## src/source/frame_loop_pkg.sv

```systemverilog
package frame_loop_pkg;
	localparam int num_scripts = 2;
	localparam int script_len = 16;
	localparam int mem_addr_w = 5;
	localparam int mem_data_w = 32;
	localparam int data_fifo_depth = 64;
	localparam int ctl_fifo_depth = 4;

	// Region bit sits above the frame offset
	localparam int index_w = mem_addr_w - 1;
	localparam int offset_w = index_w + 1;
	localparam logic cmp_region = 1'b0;
	localparam logic edit_region = 1'b1;

	// One half word per script, mask byte above data byte
	localparam int half_w = mem_data_w / num_scripts;

	typedef struct packed {
		logic [7:0] data;
		logic last;
	} byte_beat_t;

	typedef struct packed {
		logic [num_scripts-1:0] match;
		logic drop;
	} frame_ctl_t;
endpackage

```

## src/source/script_bus_if.sv

```systemverilog
`timescale 1ns/1ns

interface script_bus_if import frame_loop_pkg::*; ();
	logic req;
	logic [mem_addr_w-1:0] addr;
	logic gnt;
	logic [mem_data_w-1:0] rdata;
	logic rvalid;

	modport requester (
		output req,
		output addr,
		input gnt,
		input rdata,
		input rvalid
	);

	modport store (
		input req,
		input addr,
		output gnt,
		output rdata,
		output rvalid
	);
endinterface

```

## src/source/frame_edit_tx.sv

```systemverilog
`timescale 1ns/1ns

module frame_edit_tx import frame_loop_pkg::*; (
	input logic clk,
	input logic reset,

	input frame_ctl_t ctl_rec,
	input logic ctl_empty,
	output logic ctl_pop,
	input byte_beat_t data_beat,
	input logic data_empty,
	output logic data_pop,

	script_bus_if.requester bus,

	output logic [7:0] m_axis_tdata,
	output logic m_axis_tuser,
	output logic m_axis_tlast,
	output logic m_axis_tvalid,
	input logic m_axis_tready
);
	typedef enum logic [1:0] {idle, discard, fetch, send} state_t;

	state_t state;
	logic [num_scripts-1:0] match_r;
	logic [offset_w-1:0] offset;
	logic out_free, need_edit, load;
	logic [7:0] edit_mask, edit_data, out_byte;

	// Once free, the output stays free until this block loads it
	assign out_free = ~m_axis_tvalid | m_axis_tready;
	assign need_edit = (|match_r) && (offset < script_len);

	assign ctl_pop = (state == idle) && !ctl_empty;
	assign bus.req = (state == fetch) && !data_empty && out_free && need_edit;
	assign bus.addr = {edit_region, offset[index_w-1:0]};

	assign load = ((state == fetch) && !data_empty && out_free && !need_edit)
		|| ((state == send) && bus.rvalid);
	assign data_pop = load || ((state == discard) && !data_empty);

	// Lowest matching script wins
	always_comb begin
		edit_mask = 8'h00;
		edit_data = 8'h00;
		for (int s = num_scripts - 1; s >= 0; s--) begin
			if (match_r[s]) begin
				edit_mask = bus.rdata[half_w*s+8 +: 8];
				edit_data = bus.rdata[half_w*s +: 8];
			end
		end
	end

	assign out_byte = need_edit
		? ((data_beat.data & ~edit_mask) | (edit_data & edit_mask))
		: data_beat.data;

	always_ff @(posedge clk) begin
		if (reset) begin
			state <= idle;
			match_r <= '0;
			offset <= '0;
			m_axis_tvalid <= 1'b0;
		end else begin
			if (m_axis_tready) begin
				m_axis_tvalid <= 1'b0;
			end
			if (load) begin
				m_axis_tvalid <= 1'b1;
			end

			if (state == idle && !ctl_empty) begin
				match_r <= ctl_rec.match;
				offset <= '0;
				state <= ctl_rec.drop ? discard : fetch;
			end
			if (state == discard && !data_empty && data_beat.last) begin
				state <= idle;
			end
			if (state == fetch && bus.gnt) begin
				state <= send;
			end

			if (load) begin
				if (offset < script_len) begin
					offset <= offset + 1'b1;
				end
				state <= data_beat.last ? idle : fetch;
			end
		end
	end

	always_ff @(posedge clk) begin
		if (load) begin
			m_axis_tdata <= out_byte;
			m_axis_tuser <= |match_r;
			m_axis_tlast <= data_beat.last;
		end
	end
endmodule

```

## src/source/frame_loop_top.sv

```systemverilog
`timescale 1ns/1ns

module frame_loop_top import frame_loop_pkg::*; (
	input logic clk,
	input logic reset,
	input logic [num_scripts-1:0] script_en,

	input logic mem_req,
	input logic [mem_addr_w-1:0] mem_addr,
	input logic mem_wenable,
	input logic [mem_data_w-1:0] mem_wdata,
	output logic [mem_data_w-1:0] mem_rdata,
	output logic mem_ack,

	input logic [7:0] s_axis_tdata,
	input logic s_axis_tuser,
	input logic s_axis_tlast,
	input logic s_axis_tvalid,

	output logic [7:0] m_axis_tdata,
	output logic m_axis_tuser,
	output logic m_axis_tlast,
	output logic m_axis_tvalid,
	input logic m_axis_tready
);
	script_bus_if match_bus ();
	script_bus_if edit_bus ();

	logic data_push, data_full, data_pop, data_empty;
	byte_beat_t data_in, data_head;
	logic ctl_push, ctl_full, ctl_pop, ctl_empty;
	frame_ctl_t ctl_in, ctl_head;

	script_store script_store_inst (
		.clk(clk),
		.reset(reset),
		.match_port(match_bus.store),
		.edit_port(edit_bus.store),
		.mem_req(mem_req),
		.mem_addr(mem_addr),
		.mem_wenable(mem_wenable),
		.mem_wdata(mem_wdata),
		.mem_rdata(mem_rdata),
		.mem_ack(mem_ack)
	);

	frame_match frame_match_inst (
		.clk(clk),
		.reset(reset),
		.script_en(script_en),
		.s_axis_tdata(s_axis_tdata),
		.s_axis_tuser(s_axis_tuser),
		.s_axis_tlast(s_axis_tlast),
		.s_axis_tvalid(s_axis_tvalid),
		.bus(match_bus.requester),
		.data_push(data_push),
		.data_beat(data_in),
		.data_full(data_full),
		.ctl_push(ctl_push),
		.ctl_rec(ctl_in),
		.ctl_full(ctl_full)
	);

	sync_fifo #(.entry_t(byte_beat_t), .depth(data_fifo_depth)) data_fifo_inst (
		.clk(clk),
		.reset(reset),
		.push(data_push),
		.push_data(data_in),
		.pop(data_pop),
		.pop_data(data_head),
		.full(data_full),
		.empty(data_empty)
	);

	sync_fifo #(.entry_t(frame_ctl_t), .depth(ctl_fifo_depth)) ctl_fifo_inst (
		.clk(clk),
		.reset(reset),
		.push(ctl_push),
		.push_data(ctl_in),
		.pop(ctl_pop),
		.pop_data(ctl_head),
		.full(ctl_full),
		.empty(ctl_empty)
	);

	frame_edit_tx frame_edit_tx_inst (
		.clk(clk),
		.reset(reset),
		.ctl_rec(ctl_head),
		.ctl_empty(ctl_empty),
		.ctl_pop(ctl_pop),
		.data_beat(data_head),
		.data_empty(data_empty),
		.data_pop(data_pop),
		.bus(edit_bus.requester),
		.m_axis_tdata(m_axis_tdata),
		.m_axis_tuser(m_axis_tuser),
		.m_axis_tlast(m_axis_tlast),
		.m_axis_tvalid(m_axis_tvalid),
		.m_axis_tready(m_axis_tready)
	);
endmodule

```

## src/source/frame_match.sv

```systemverilog
`timescale 1ns/1ns

module frame_match import frame_loop_pkg::*; (
	input logic clk,
	input logic reset,
	input logic [num_scripts-1:0] script_en,

	input logic [7:0] s_axis_tdata,
	input logic s_axis_tuser,
	input logic s_axis_tlast,
	input logic s_axis_tvalid,

	script_bus_if.requester bus,

	output logic data_push,
	output byte_beat_t data_beat,
	input logic data_full,
	output logic ctl_push,
	output frame_ctl_t ctl_rec,
	input logic ctl_full
);
	logic [offset_w-1:0] offset;
	logic d_valid, d_first, d_user, d_last;
	logic [7:0] d_data;
	logic [num_scripts-1:0] hit, match_r, match_now;
	logic skip_r, err_r, ovf_r;
	logic skip_now, err_now, ovf_now, write_byte;
	logic pend_last;
	logic [7:0] pend_data;

	// Compare word read while the byte arrives
	assign bus.req = s_axis_tvalid && (offset < script_len);
	assign bus.addr = {cmp_region, offset[index_w-1:0]};

	always_ff @(posedge clk) begin
		if (reset) begin
			offset <= '0;
			d_valid <= 1'b0;
		end else begin
			d_valid <= s_axis_tvalid;
			if (s_axis_tvalid && s_axis_tlast) begin
				offset <= '0;
			end else if (s_axis_tvalid && offset < script_len) begin
				offset <= offset + 1'b1;
			end
		end
	end

	always_ff @(posedge clk) begin
		d_data <= s_axis_tdata;
		d_user <= s_axis_tuser;
		d_last <= s_axis_tlast;
		d_first <= (offset == '0);
	end

	always_comb begin
		for (int s = 0; s < num_scripts; s++) begin
			hit[s] = ((d_data ^ bus.rdata[half_w*s +: 8]) & bus.rdata[half_w*s+8 +: 8]) == 8'h00;
		end
	end

	// Frame state, restarted on the first byte
	assign match_now = (d_first ? {num_scripts{1'b1}} : match_r)
		& (bus.rvalid ? hit : {num_scripts{1'b1}});
	assign skip_now = d_first ? (ctl_full | pend_last) : skip_r;
	assign err_now = (~d_first & err_r) | d_user;
	assign ovf_now = (~d_first & ovf_r) | data_full;
	assign write_byte = d_valid & ~skip_now & (~ovf_now | d_last);

	// A last byte that met a full buffer is pushed once room appears
	assign data_push = pend_last | write_byte;
	assign data_beat.data = pend_last ? pend_data : d_data;
	assign data_beat.last = pend_last | d_last;

	assign ctl_push = d_valid & d_last & ~skip_now;
	assign ctl_rec.match = match_now & script_en & {num_scripts{~err_now}};
	assign ctl_rec.drop = err_now | ovf_now;

	always_ff @(posedge clk) begin
		if (reset) begin
			match_r <= '0;
			skip_r <= 1'b0;
			err_r <= 1'b0;
			ovf_r <= 1'b0;
			pend_last <= 1'b0;
		end else begin
			if (d_valid) begin
				match_r <= match_now;
				skip_r <= skip_now;
				err_r <= err_now;
				ovf_r <= ovf_now;
			end
			if (write_byte && d_last && data_full) begin
				pend_last <= 1'b1;
			end else if (pend_last && !data_full) begin
				pend_last <= 1'b0;
			end
		end
	end

	always_ff @(posedge clk) begin
		if (write_byte && d_last && data_full) begin
			pend_data <= d_data;
		end
	end
endmodule

```

## src/source/script_store.sv

```systemverilog
`timescale 1ns/1ns

module script_store import frame_loop_pkg::*; (
	input logic clk,
	input logic reset,

	script_bus_if.store match_port,
	script_bus_if.store edit_port,

	input logic mem_req,
	input logic [mem_addr_w-1:0] mem_addr,
	input logic mem_wenable,
	input logic [mem_data_w-1:0] mem_wdata,
	output logic [mem_data_w-1:0] mem_rdata,
	output logic mem_ack
);
	logic [mem_data_w-1:0] mem [2**mem_addr_w];
	logic [mem_data_w-1:0] rd_data;
	logic [mem_addr_w-1:0] sel_addr;
	logic grant_match, grant_edit, grant_host;
	logic match_rvalid, edit_rvalid;

	// Matcher first, then editor, then host
	always_comb begin
		grant_match = match_port.req;
		grant_edit = edit_port.req & ~match_port.req;
		// Host is still holding req in its ack cycle
		grant_host = mem_req & ~mem_ack & ~match_port.req & ~edit_port.req;

		if (grant_match) begin
			sel_addr = match_port.addr;
		end else if (grant_edit) begin
			sel_addr = edit_port.addr;
		end else begin
			sel_addr = mem_addr;
		end
	end

	assign match_port.gnt = grant_match;
	assign edit_port.gnt = grant_edit;

	// Single synchronous port
	always_ff @(posedge clk) begin
		if (grant_host && mem_wenable) begin
			mem[sel_addr] <= mem_wdata;
		end
		rd_data <= mem[sel_addr];
	end

	always_ff @(posedge clk) begin
		if (reset) begin
			match_rvalid <= 1'b0;
			edit_rvalid <= 1'b0;
			mem_ack <= 1'b0;
		end else begin
			match_rvalid <= grant_match;
			edit_rvalid <= grant_edit;
			mem_ack <= grant_host;
		end
	end

	// Read data goes to whoever was granted last cycle
	assign match_port.rvalid = match_rvalid;
	assign match_port.rdata = rd_data;
	assign edit_port.rvalid = edit_rvalid;
	assign edit_port.rdata = rd_data;
	assign mem_rdata = rd_data;
endmodule

```

## src/source/sync_fifo.sv

```systemverilog
`timescale 1ns/1ns

module sync_fifo #(
	parameter type entry_t = logic [7:0],
	parameter int depth = 4
) (
	input logic clk,
	input logic reset,
	input logic push,
	input entry_t push_data,
	input logic pop,
	output entry_t pop_data,
	output logic full,
	output logic empty
);
	entry_t mem [depth];
	logic [$clog2(depth)-1:0] wr_ptr, rd_ptr;
	logic [$clog2(depth):0] count;
	logic do_push, do_pop;

	assign full = (count == depth);
	assign empty = (count == 0);
	assign do_push = push & ~full;
	assign do_pop = pop & ~empty;

	// Head entry is visible without a pop
	assign pop_data = mem[rd_ptr];

	always_ff @(posedge clk) begin
		if (do_push) begin
			mem[wr_ptr] <= push_data;
		end
	end

	always_ff @(posedge clk) begin
		if (reset) begin
			wr_ptr <= '0;
			rd_ptr <= '0;
			count <= '0;
		end else begin
			if (do_push) begin
				wr_ptr <= (wr_ptr == depth - 1) ? '0 : wr_ptr + 1'b1;
			end
			if (do_pop) begin
				rd_ptr <= (rd_ptr == depth - 1) ? '0 : rd_ptr + 1'b1;
			end
			if (do_push && !do_pop) begin
				count <= count + 1'b1;
			end else if (do_pop && !do_push) begin
				count <= count - 1'b1;
			end
		end
	end
endmodule
```

## config.mk

```make
export PLATFORM = sky130hd
export DESIGN_NAME = frame_loop_top
export DESIGN_NICKNAME = d
export VERILOG_FILES = /design/src/source/frame_loop_pkg.sv /design/src/source/script_bus_if.sv /design/src/source/frame_edit_tx.sv /design/src/source/frame_loop_top.sv /design/src/source/frame_match.sv /design/src/source/script_store.sv /design/src/source/sync_fifo.sv
export SDC_FILE = /design/constraint.sdc
export NUM_CORES = 2
export LEC_CHECK = 0
export ABC_CLOCK_PERIOD_IN_PS = 13700
export BUFFER_PORTS_ARGS = -buffer_cell sky130_fd_sc_hd__buf_2
export CAP_MARGIN = 20
export CORE_ASPECT_RATIO = 0.6
export CORE_MARGIN = 10
export CORE_UTILIZATION = 65
export CTS_CLUSTER_SIZE = 25
export DETAILED_ROUTE_END_ITERATION = 8
export GPL_TIMING_DRIVEN = 0
export PLACE_DENSITY = 0.82
export SETUP_SLACK_MARGIN = 0.15
export SLEW_MARGIN = 20
export SYNTH_ARGS = -nofsm -noshare
export SYNTH_HDL_FRONTEND = slang
export SYNTH_SLANG_ARGS = --single-unit
```

## constraint.sdc

```tcl
create_clock -name clk -period 13.7 [get_ports clk]
set_clock_uncertainty 0.2 [all_clocks]
set_input_delay 2.74 -clock clk [delete_from_list [all_inputs] [get_ports clk]]
set_output_delay 2.74 -clock clk [all_outputs]
set_load 0.01 [all_outputs]
```

=== Word level (Yosys, flattened, before mapping) ===
Memory sizes are Yosys's and may differ from the RTL's. A register that Yosys moved wholly into a read port is not among the register bits.
Cells that the tools add are included.

* Register bits: 80
* RAM bits: 1612
* Input port bits: 55
* Memories kept: 3

* $add $sub $neg: 10
* Order comparisons: 2
* Equality and inequality tests: 9
* Multiplexer cells: 42
* Bitwise operators: 45
* Reductions and logical operators: 43

{| class="wikitable"
|+ Memories
! name !! words !! bits a word !! rd ports !! clocked after Yosys merged registers in !! write ports !! RTL line !! text
|-
| script_store_inst.mem || 32 || 32 || 1 || 1 || 1 || script_store.sv:17 || <nowiki>logic [mem_data_w-1:0] mem [2**mem_addr_w];</nowiki>
|-
| data_fifo_inst.mem || 64 || 9 || 1 || 1 || 1 || sync_fifo.sv:16 || <nowiki>entry_t mem [depth];</nowiki>
|-
| ctl_fifo_inst.mem || 4 || 3 || 1 || 1 || 1 || sync_fifo.sv:16 ||
|}

{| class="wikitable"
|+ Operators with widths
! cell !! number
|-
| $mux W8 || 6
|-
| $and A8 B8 Y8 || 4
|-
| $mux W5 || 5
|-
| $mux W2 || 12
|-
| $mux W6 || 4
|-
| $logic_and A1 B1 Y1 || 20
|-
| $logic_not A8 Y1 || 2
|-
| $xor A8 B8 Y8 || 2
|-
| $and A1 B1 Y1 || 14
|-
| $mux W7 || 2
|-
| $add A6 B1 Y6 const B || 2
|-
| $eq A6 B6 Y1 const B || 2
|-
| $not A1 Y1 || 12
|-
| $mux W1 || 11
|-
| $add A5 B1 Y5 const B || 2
|-
| $lt A5 B5 Y1 const B || 2
|-
| $eq A2 B2 Y1 const B || 4
|-
| $logic_not A1 Y1 || 8
|-
| $not A8 Y8 || 1
|-
| $or A1 B1 Y1 || 8
|-
| $or A8 B8 Y8 || 1
|-
| $reduce_bool A2 Y1 || 4
|-
| $add A7 B1 Y7 const B || 1
|-
| $eq A7 B7 Y1 const B || 1
|-
| other kinds (15) || 21
|}

=== Depth between registers and ports, before layout ===
* Depth after elaboration: 12
* Mapped depth: 20

=== Modules after synthesis ===
A second synthesis with hierarchy kept.

* Cells, all modules: 3414
* Area total of the unflattened synthesis: 67807.5 um^2

{| class="wikitable"
|+ Modules (own cells, without submodules)
! module !! times used !! cells each !! area an instance (um^2) !! seq. area each (um^2)
|-
| script_store || 1 || 1909 || 40621.5 || 31450.2
|-
| sync_fifo at data_fifo_inst || 1 || 1193 || 23676.5 || 17797.1
|-
| frame_match || 1 || 131 || 1406.3 || 700.7
|-
| frame_edit_tx || 1 || 118 || 1186.1 || 500.5
|-
| sync_fifo at ctl_fifo_inst || 1 || 63 || 917.1 || 540.5
|}

=== Worst setup path before layout ===
No wires, ideal clock.

* Kind: input to register
* Start: input m_axis_tready
* End: memory script_store_inst.mem[12][0], enable pin
* Library setup time: 0.421 ns
* Data arrival time: 5.975 ns
* Slack: 7.104 ns
* Stages: 10
* Buffers on the path: 4
* Cells stage by stage: nand2b_1 -> o211a_1 -> buf_2 -> a21oi_1 -> nor2_2 -> buf_4 -> buf_2 -> buf_2 -> nand4_1 -> nor2_1

* Word-level cells in the longest chain between the ends: 8

{| class="wikitable"
|+ RTL lines
! what !! RTL line !! text
|-
| start, declared || frame_loop_top.sv:24 || <nowiki>input logic m_axis_tready</nowiki>
|-
| $or A1 B1 Y1 (*) || frame_edit_tx.sv:31 || <nowiki>assign out_free = ~m_axis_tvalid | m_axis_tready;</nowiki>
|-
| $logic_and A1 B1 Y1 (*) (2 in a row) || frame_edit_tx.sv:35 || <nowiki>assign bus.req = (state == fetch) && !data_empty && out_free && need_edit;</nowiki>
|-
| $not A1 Y1 || script_store.sv:28 || <nowiki>grant_host = mem_req & ~mem_ack & ~match_port.req & ~edit_port.req;</nowiki>
|-
| $and A1 B1 Y1 || script_store.sv:28 ||
|-
| $logic_and A1 B1 Y1 || script_store.sv:44 || <nowiki>if (grant_host && mem_wenable) begin</nowiki>
|-
| $mux W1 || script_store.sv:44 ||
|-
| $mux W1 (implied by the code) || script_store.sv:45 || <nowiki>mem[sel_addr] <= mem_wdata;</nowiki>
|-
| end, declared || script_store.sv:17 ||
|}

Mark *: on every way between the ends. The rest lies on a longest branch, timed or not.

=== Worst setup path in the final report ===
* Start: input m_axis_tready
* End: memory script_store_inst.mem[4][18], enable pin

Same word-level chain as after synthesis.

==> flow_summary.ini <==
[finish]
syn_to_final_growth_pct = 12.91
nFillCells = 5315
drive_above_1_share = 0.1721
register_area_um2 = 50990
multi_input_area_um2 = 14900
layout.nets = 4117
fin_area_um2 = 75140

[synthesis]
syn-cell-area_um2 = 66550
synth_cell_types = 65
syn_inst = 3737
yosys_warnings = 0
synth_simple_gate_area_frac = 0.04845
synth_adder_area_share = 0.003798
synthArstFlopShare = 0
synth_seq_cells = 1732
yosysSeqAreaShare = 0.7662
synth_top_family_by_area = multiplexers
avgSynthCellArea_um2 = 17.81
synth_edf_count = 1630
ys_top_cells_by_area = edfxtp_1, mux4_2, mux2i_1
synth_mux_area_frac = 0.1227
synth_compound_area_frac = 0.04003
ys.flop_type = edfxtp_1
synth.top_cell.area_share = 0.7355
synth_xor_area_frac = 0.004606
synth_area_leader_cell = edfxtp_1
syn-num-nets = 3811

[critical_path]
slowest_delay_ps = 1120
worstPathRequired_ps = 13970
worstSetupEndpointType = flip-flop
cpMaxStageDelayCell = nor2_4
critPathKind = input pin to flip-flop
worst_ep_arrival_time_ps = 8620
cp_max_fo = 18
crit_path_cell_trace = buf_2 -> nand2b_1 -> o211a_1 -> buf_2 -> a21oi_2 -> o21ai_1 -> clkbuf_1 -> clkbuf_1 -> nand4_1 -> nor2_4 -> buf_12
path_delay_family = simple AND/OR/NAND/NOR gates
crit_path_start_kind = input pin
crit_buf_inv = 5

[hold_path]
min_path_type = flip-flop to flip-flop

[clocking]
clkTransAtPathRegs_ps = 60
cts_resized = 0
postCtsHoldBufs = 0
clk_path_buf_depth = 3
post_cts_buffers = 0
cts_buffers = 148
cts.sinks = 1732
clock-root-buffer = clkbuf_16
htreeDepth = 4
cts_tree = done
clk_latency_ps = 800

[floorplanning]
initial_utilization = 0.6588
rows = 90
die_y_um = 267.8
core_um2 = 101000
die_w_um = 433.1
die-area_um2 = 116000
io_pins = 99

[global_route]
grt_pass1_wl_um = 290800
grt_max_degree = 65
antenna_found_initial = 22
grt_use_total = 0.3616
grt_pass1_vias = 39160
grt_overflow_total = 0

[detailed_routing]
drc = 0
ant_nets = 0
drt-met1-wl_um = 69720
drt_iter0_markers = 9398
dr.pass1.iters = 9
top_layer_used = met5
wl_per_cell_um = 38.49
finalWirelength_um = 212000
wl_met2_um = 80930
met3WireLength_um = 47260
via_per_inst = 7.522
num_vias = 41440

[sta]
tightest_slew_ps = 1401
drv_slew = 0
fin_crit_sh = 0.6095
finalCriticalPeriod_ps = 8351
hold_slack_ps = 296.0
timing.fmax_mhz = 119.8
hold_viol_final = 0
finalSetupViolCount = 0
rsz0062_at_grt = false
totalNegativeSetupSlack_ps = 0
maxSlewHeadroom = 0.05741

[power_and_ir_drop]
power.leakage_nw = 24.64
finalPower_mw = 12.08
ir_drop_mv = 0.1488
p_per_area_nw_per_um2 = 160.8

[placed_design]
place_hpwl_um = 138300
portBuffers = 98
place.gp.congestion = 0.9998
dpl_cell_area_um2 = 70300

[flow_run]
drv_cap = 0

[status]
outcome = finished clean
-- flip-flops by register name (all words and copies together), names as in the netlist, 2 cells and up, named ones only --
| register | count |
|---|---|
| data_fifo_inst.wr_ptr | 6 |
| script_store_inst.mem | 1024 |
| frame_match_inst.offset | 5 |
| ctl_fifo_inst.mem | 12 |
| data_fifo_inst.rd_ptr | 6 |
| frame_edit_tx_inst.state | 2 |
| ctl_fifo_inst.count | 3 |
| frame_match_inst.pend_data | 8 |
| script_store_inst.edit_port.rdata | 32 |
| data_fifo_inst.count | 7 |
| frame_match_inst.match_r | 2 |
| ctl_fifo_inst.rd_ptr | 2 |
| frame_edit_tx_inst.offset | 5 |
| frame_edit_tx_inst.match_r | 2 |
| data_fifo_inst.mem | 576 |
| frame_match_inst.d_data | 8 |
| ctl_fifo_inst.wr_ptr | 2 |
| frame_edit_tx_inst.m_axis_tdata | 8 |
-- worst register-to-register path, stage by stage (launching register included) --
cell      delay [ps]
dfxtp_1          540
o21ba_1          290
and2_1           160
clkbuf_1         300
a21oi_2          110
o21ai_1          870
clkbuf_1         880
clkbuf_1         820
nand4_1         1020
nor2_4          1130
buf_12           290
-- final cells by class --
| class | count | area share |
|---|---|---|
| multi-input cells | 1789 | 0.1983 |
| plain buffers | 198 | 0.01217 |
| well taps | 1334 | 0.02221 |
| repair buffers | 156 | 0.02420 |
| diodes | 10 | 0.0003331 |
| inverters | 18 | 0.0008992 |
| clock inverters | 68 | 0.008443 |
| clock buffers | 204 | 0.05485 |
| flip-flops and latches | 1732 | 0.6786 |
-- cells by family (layout without fill, tap and decap cells) --
| logic type | count (synthesis) | after routing |
|---|---|---|
| AO/OA/AOI/OAI | 432 | 432 |
| XOR/XNOR | 35 | 35 |
| other | 0 | 10 |
| AND/OR/NAND/NOR | 727 | 727 |
| adder cells (fa/ha/maj) | 19 | 19 |
| buffers and inverters | 216 | 644 |
| multiplexers | 576 | 576 |
| flip-flops | 1732 | 1732 |
-- through the flow --
step	util	setup slack (ps)	instances
final	0.7439	5349	5509
after global placement	0.6802	3511	5169
after global routing	0.7437	5630	5503
after detailed placement	0.6959	5329	5225
after floorplan	-	7104	3737
after CTS	0.7430	6060	5497
-- worst paths after layout --
kind,start,to,slack (ps),cells past startpoint
worst max-delay path,m_axis_tready,script_store_inst.mem[4][18],5350,11
worst min-delay path,frame_match_inst.offset[1],frame_match_inst.offset[1],300,2
worst max register to register,frame_edit_tx_inst.match_r[1],script_store_inst.mem[4][18],6720,10
worst min register to register,frame_match_inst.offset[1],frame_match_inst.offset[1],300,2
-- Yosys cell counts, types with 9 or more instances --
cell type and instances:
edfxtp_1 1630, mux2i_1 369, nand2_1 331, mux4_2 190
nor2_1 189, o22ai_1 163, a21oi_1 159, dfxtp_1 102
clkbuf_1 97, nor4_1 68, buf_2 52, nand3_1 42
buf_1 32, a22oi_1 29, xor2_1 29, nand4_1 19
ha_1 17, inv_1 17, mux2_2 17, buf_4 15
nor3_1 13, a31oi_1 10, o21ai_0 9
-- cells in the final DEF (no fill, tap or decap), types with 10 or more instances in the layout --
cell type	instances
bufinv_16	10
buf_4	16
diode_2	10
clkinv_1	26
nand4_1	19
dfxtp_1	102
nor3_1	13
clkinv_2	18
a31oi_1	10
buf_12	28
nand3_1	42
nor4_1	67
buf_1	26
a21oi_1	159
clkbuf_2	26
nor2_4	32
clkbuf_16	154
clkbuf_1	117
nor2_1	156
inv_1	17
nand2_1	331
xor2_1	29
ha_1	17
buf_2	153
mux4_2	190
o22ai_1	163
a22oi_1	29
mux2i_1	369
buf_16	27
edfxtp_1	1630
-- power by group --
part / total, mW / switching, mW / internal [mW]
Clock: 4.25 / 1.94 / 2.31
Sequential: 5.99 / 0.113 / 5.87
Combinational: 1.84 / 1.19 / 0.649
Total: 12.1 / 3.25 / 8.83
-- per-layer routing --
layer,vias up,GRT usage
met2,4898,0.4584
met5,-,0.003780
met3,918,0.2169
li1,15480,-
met1,20120,0.4850
met4,28,0.1857
No activity file was read; power rests on OpenSTA's default activity.
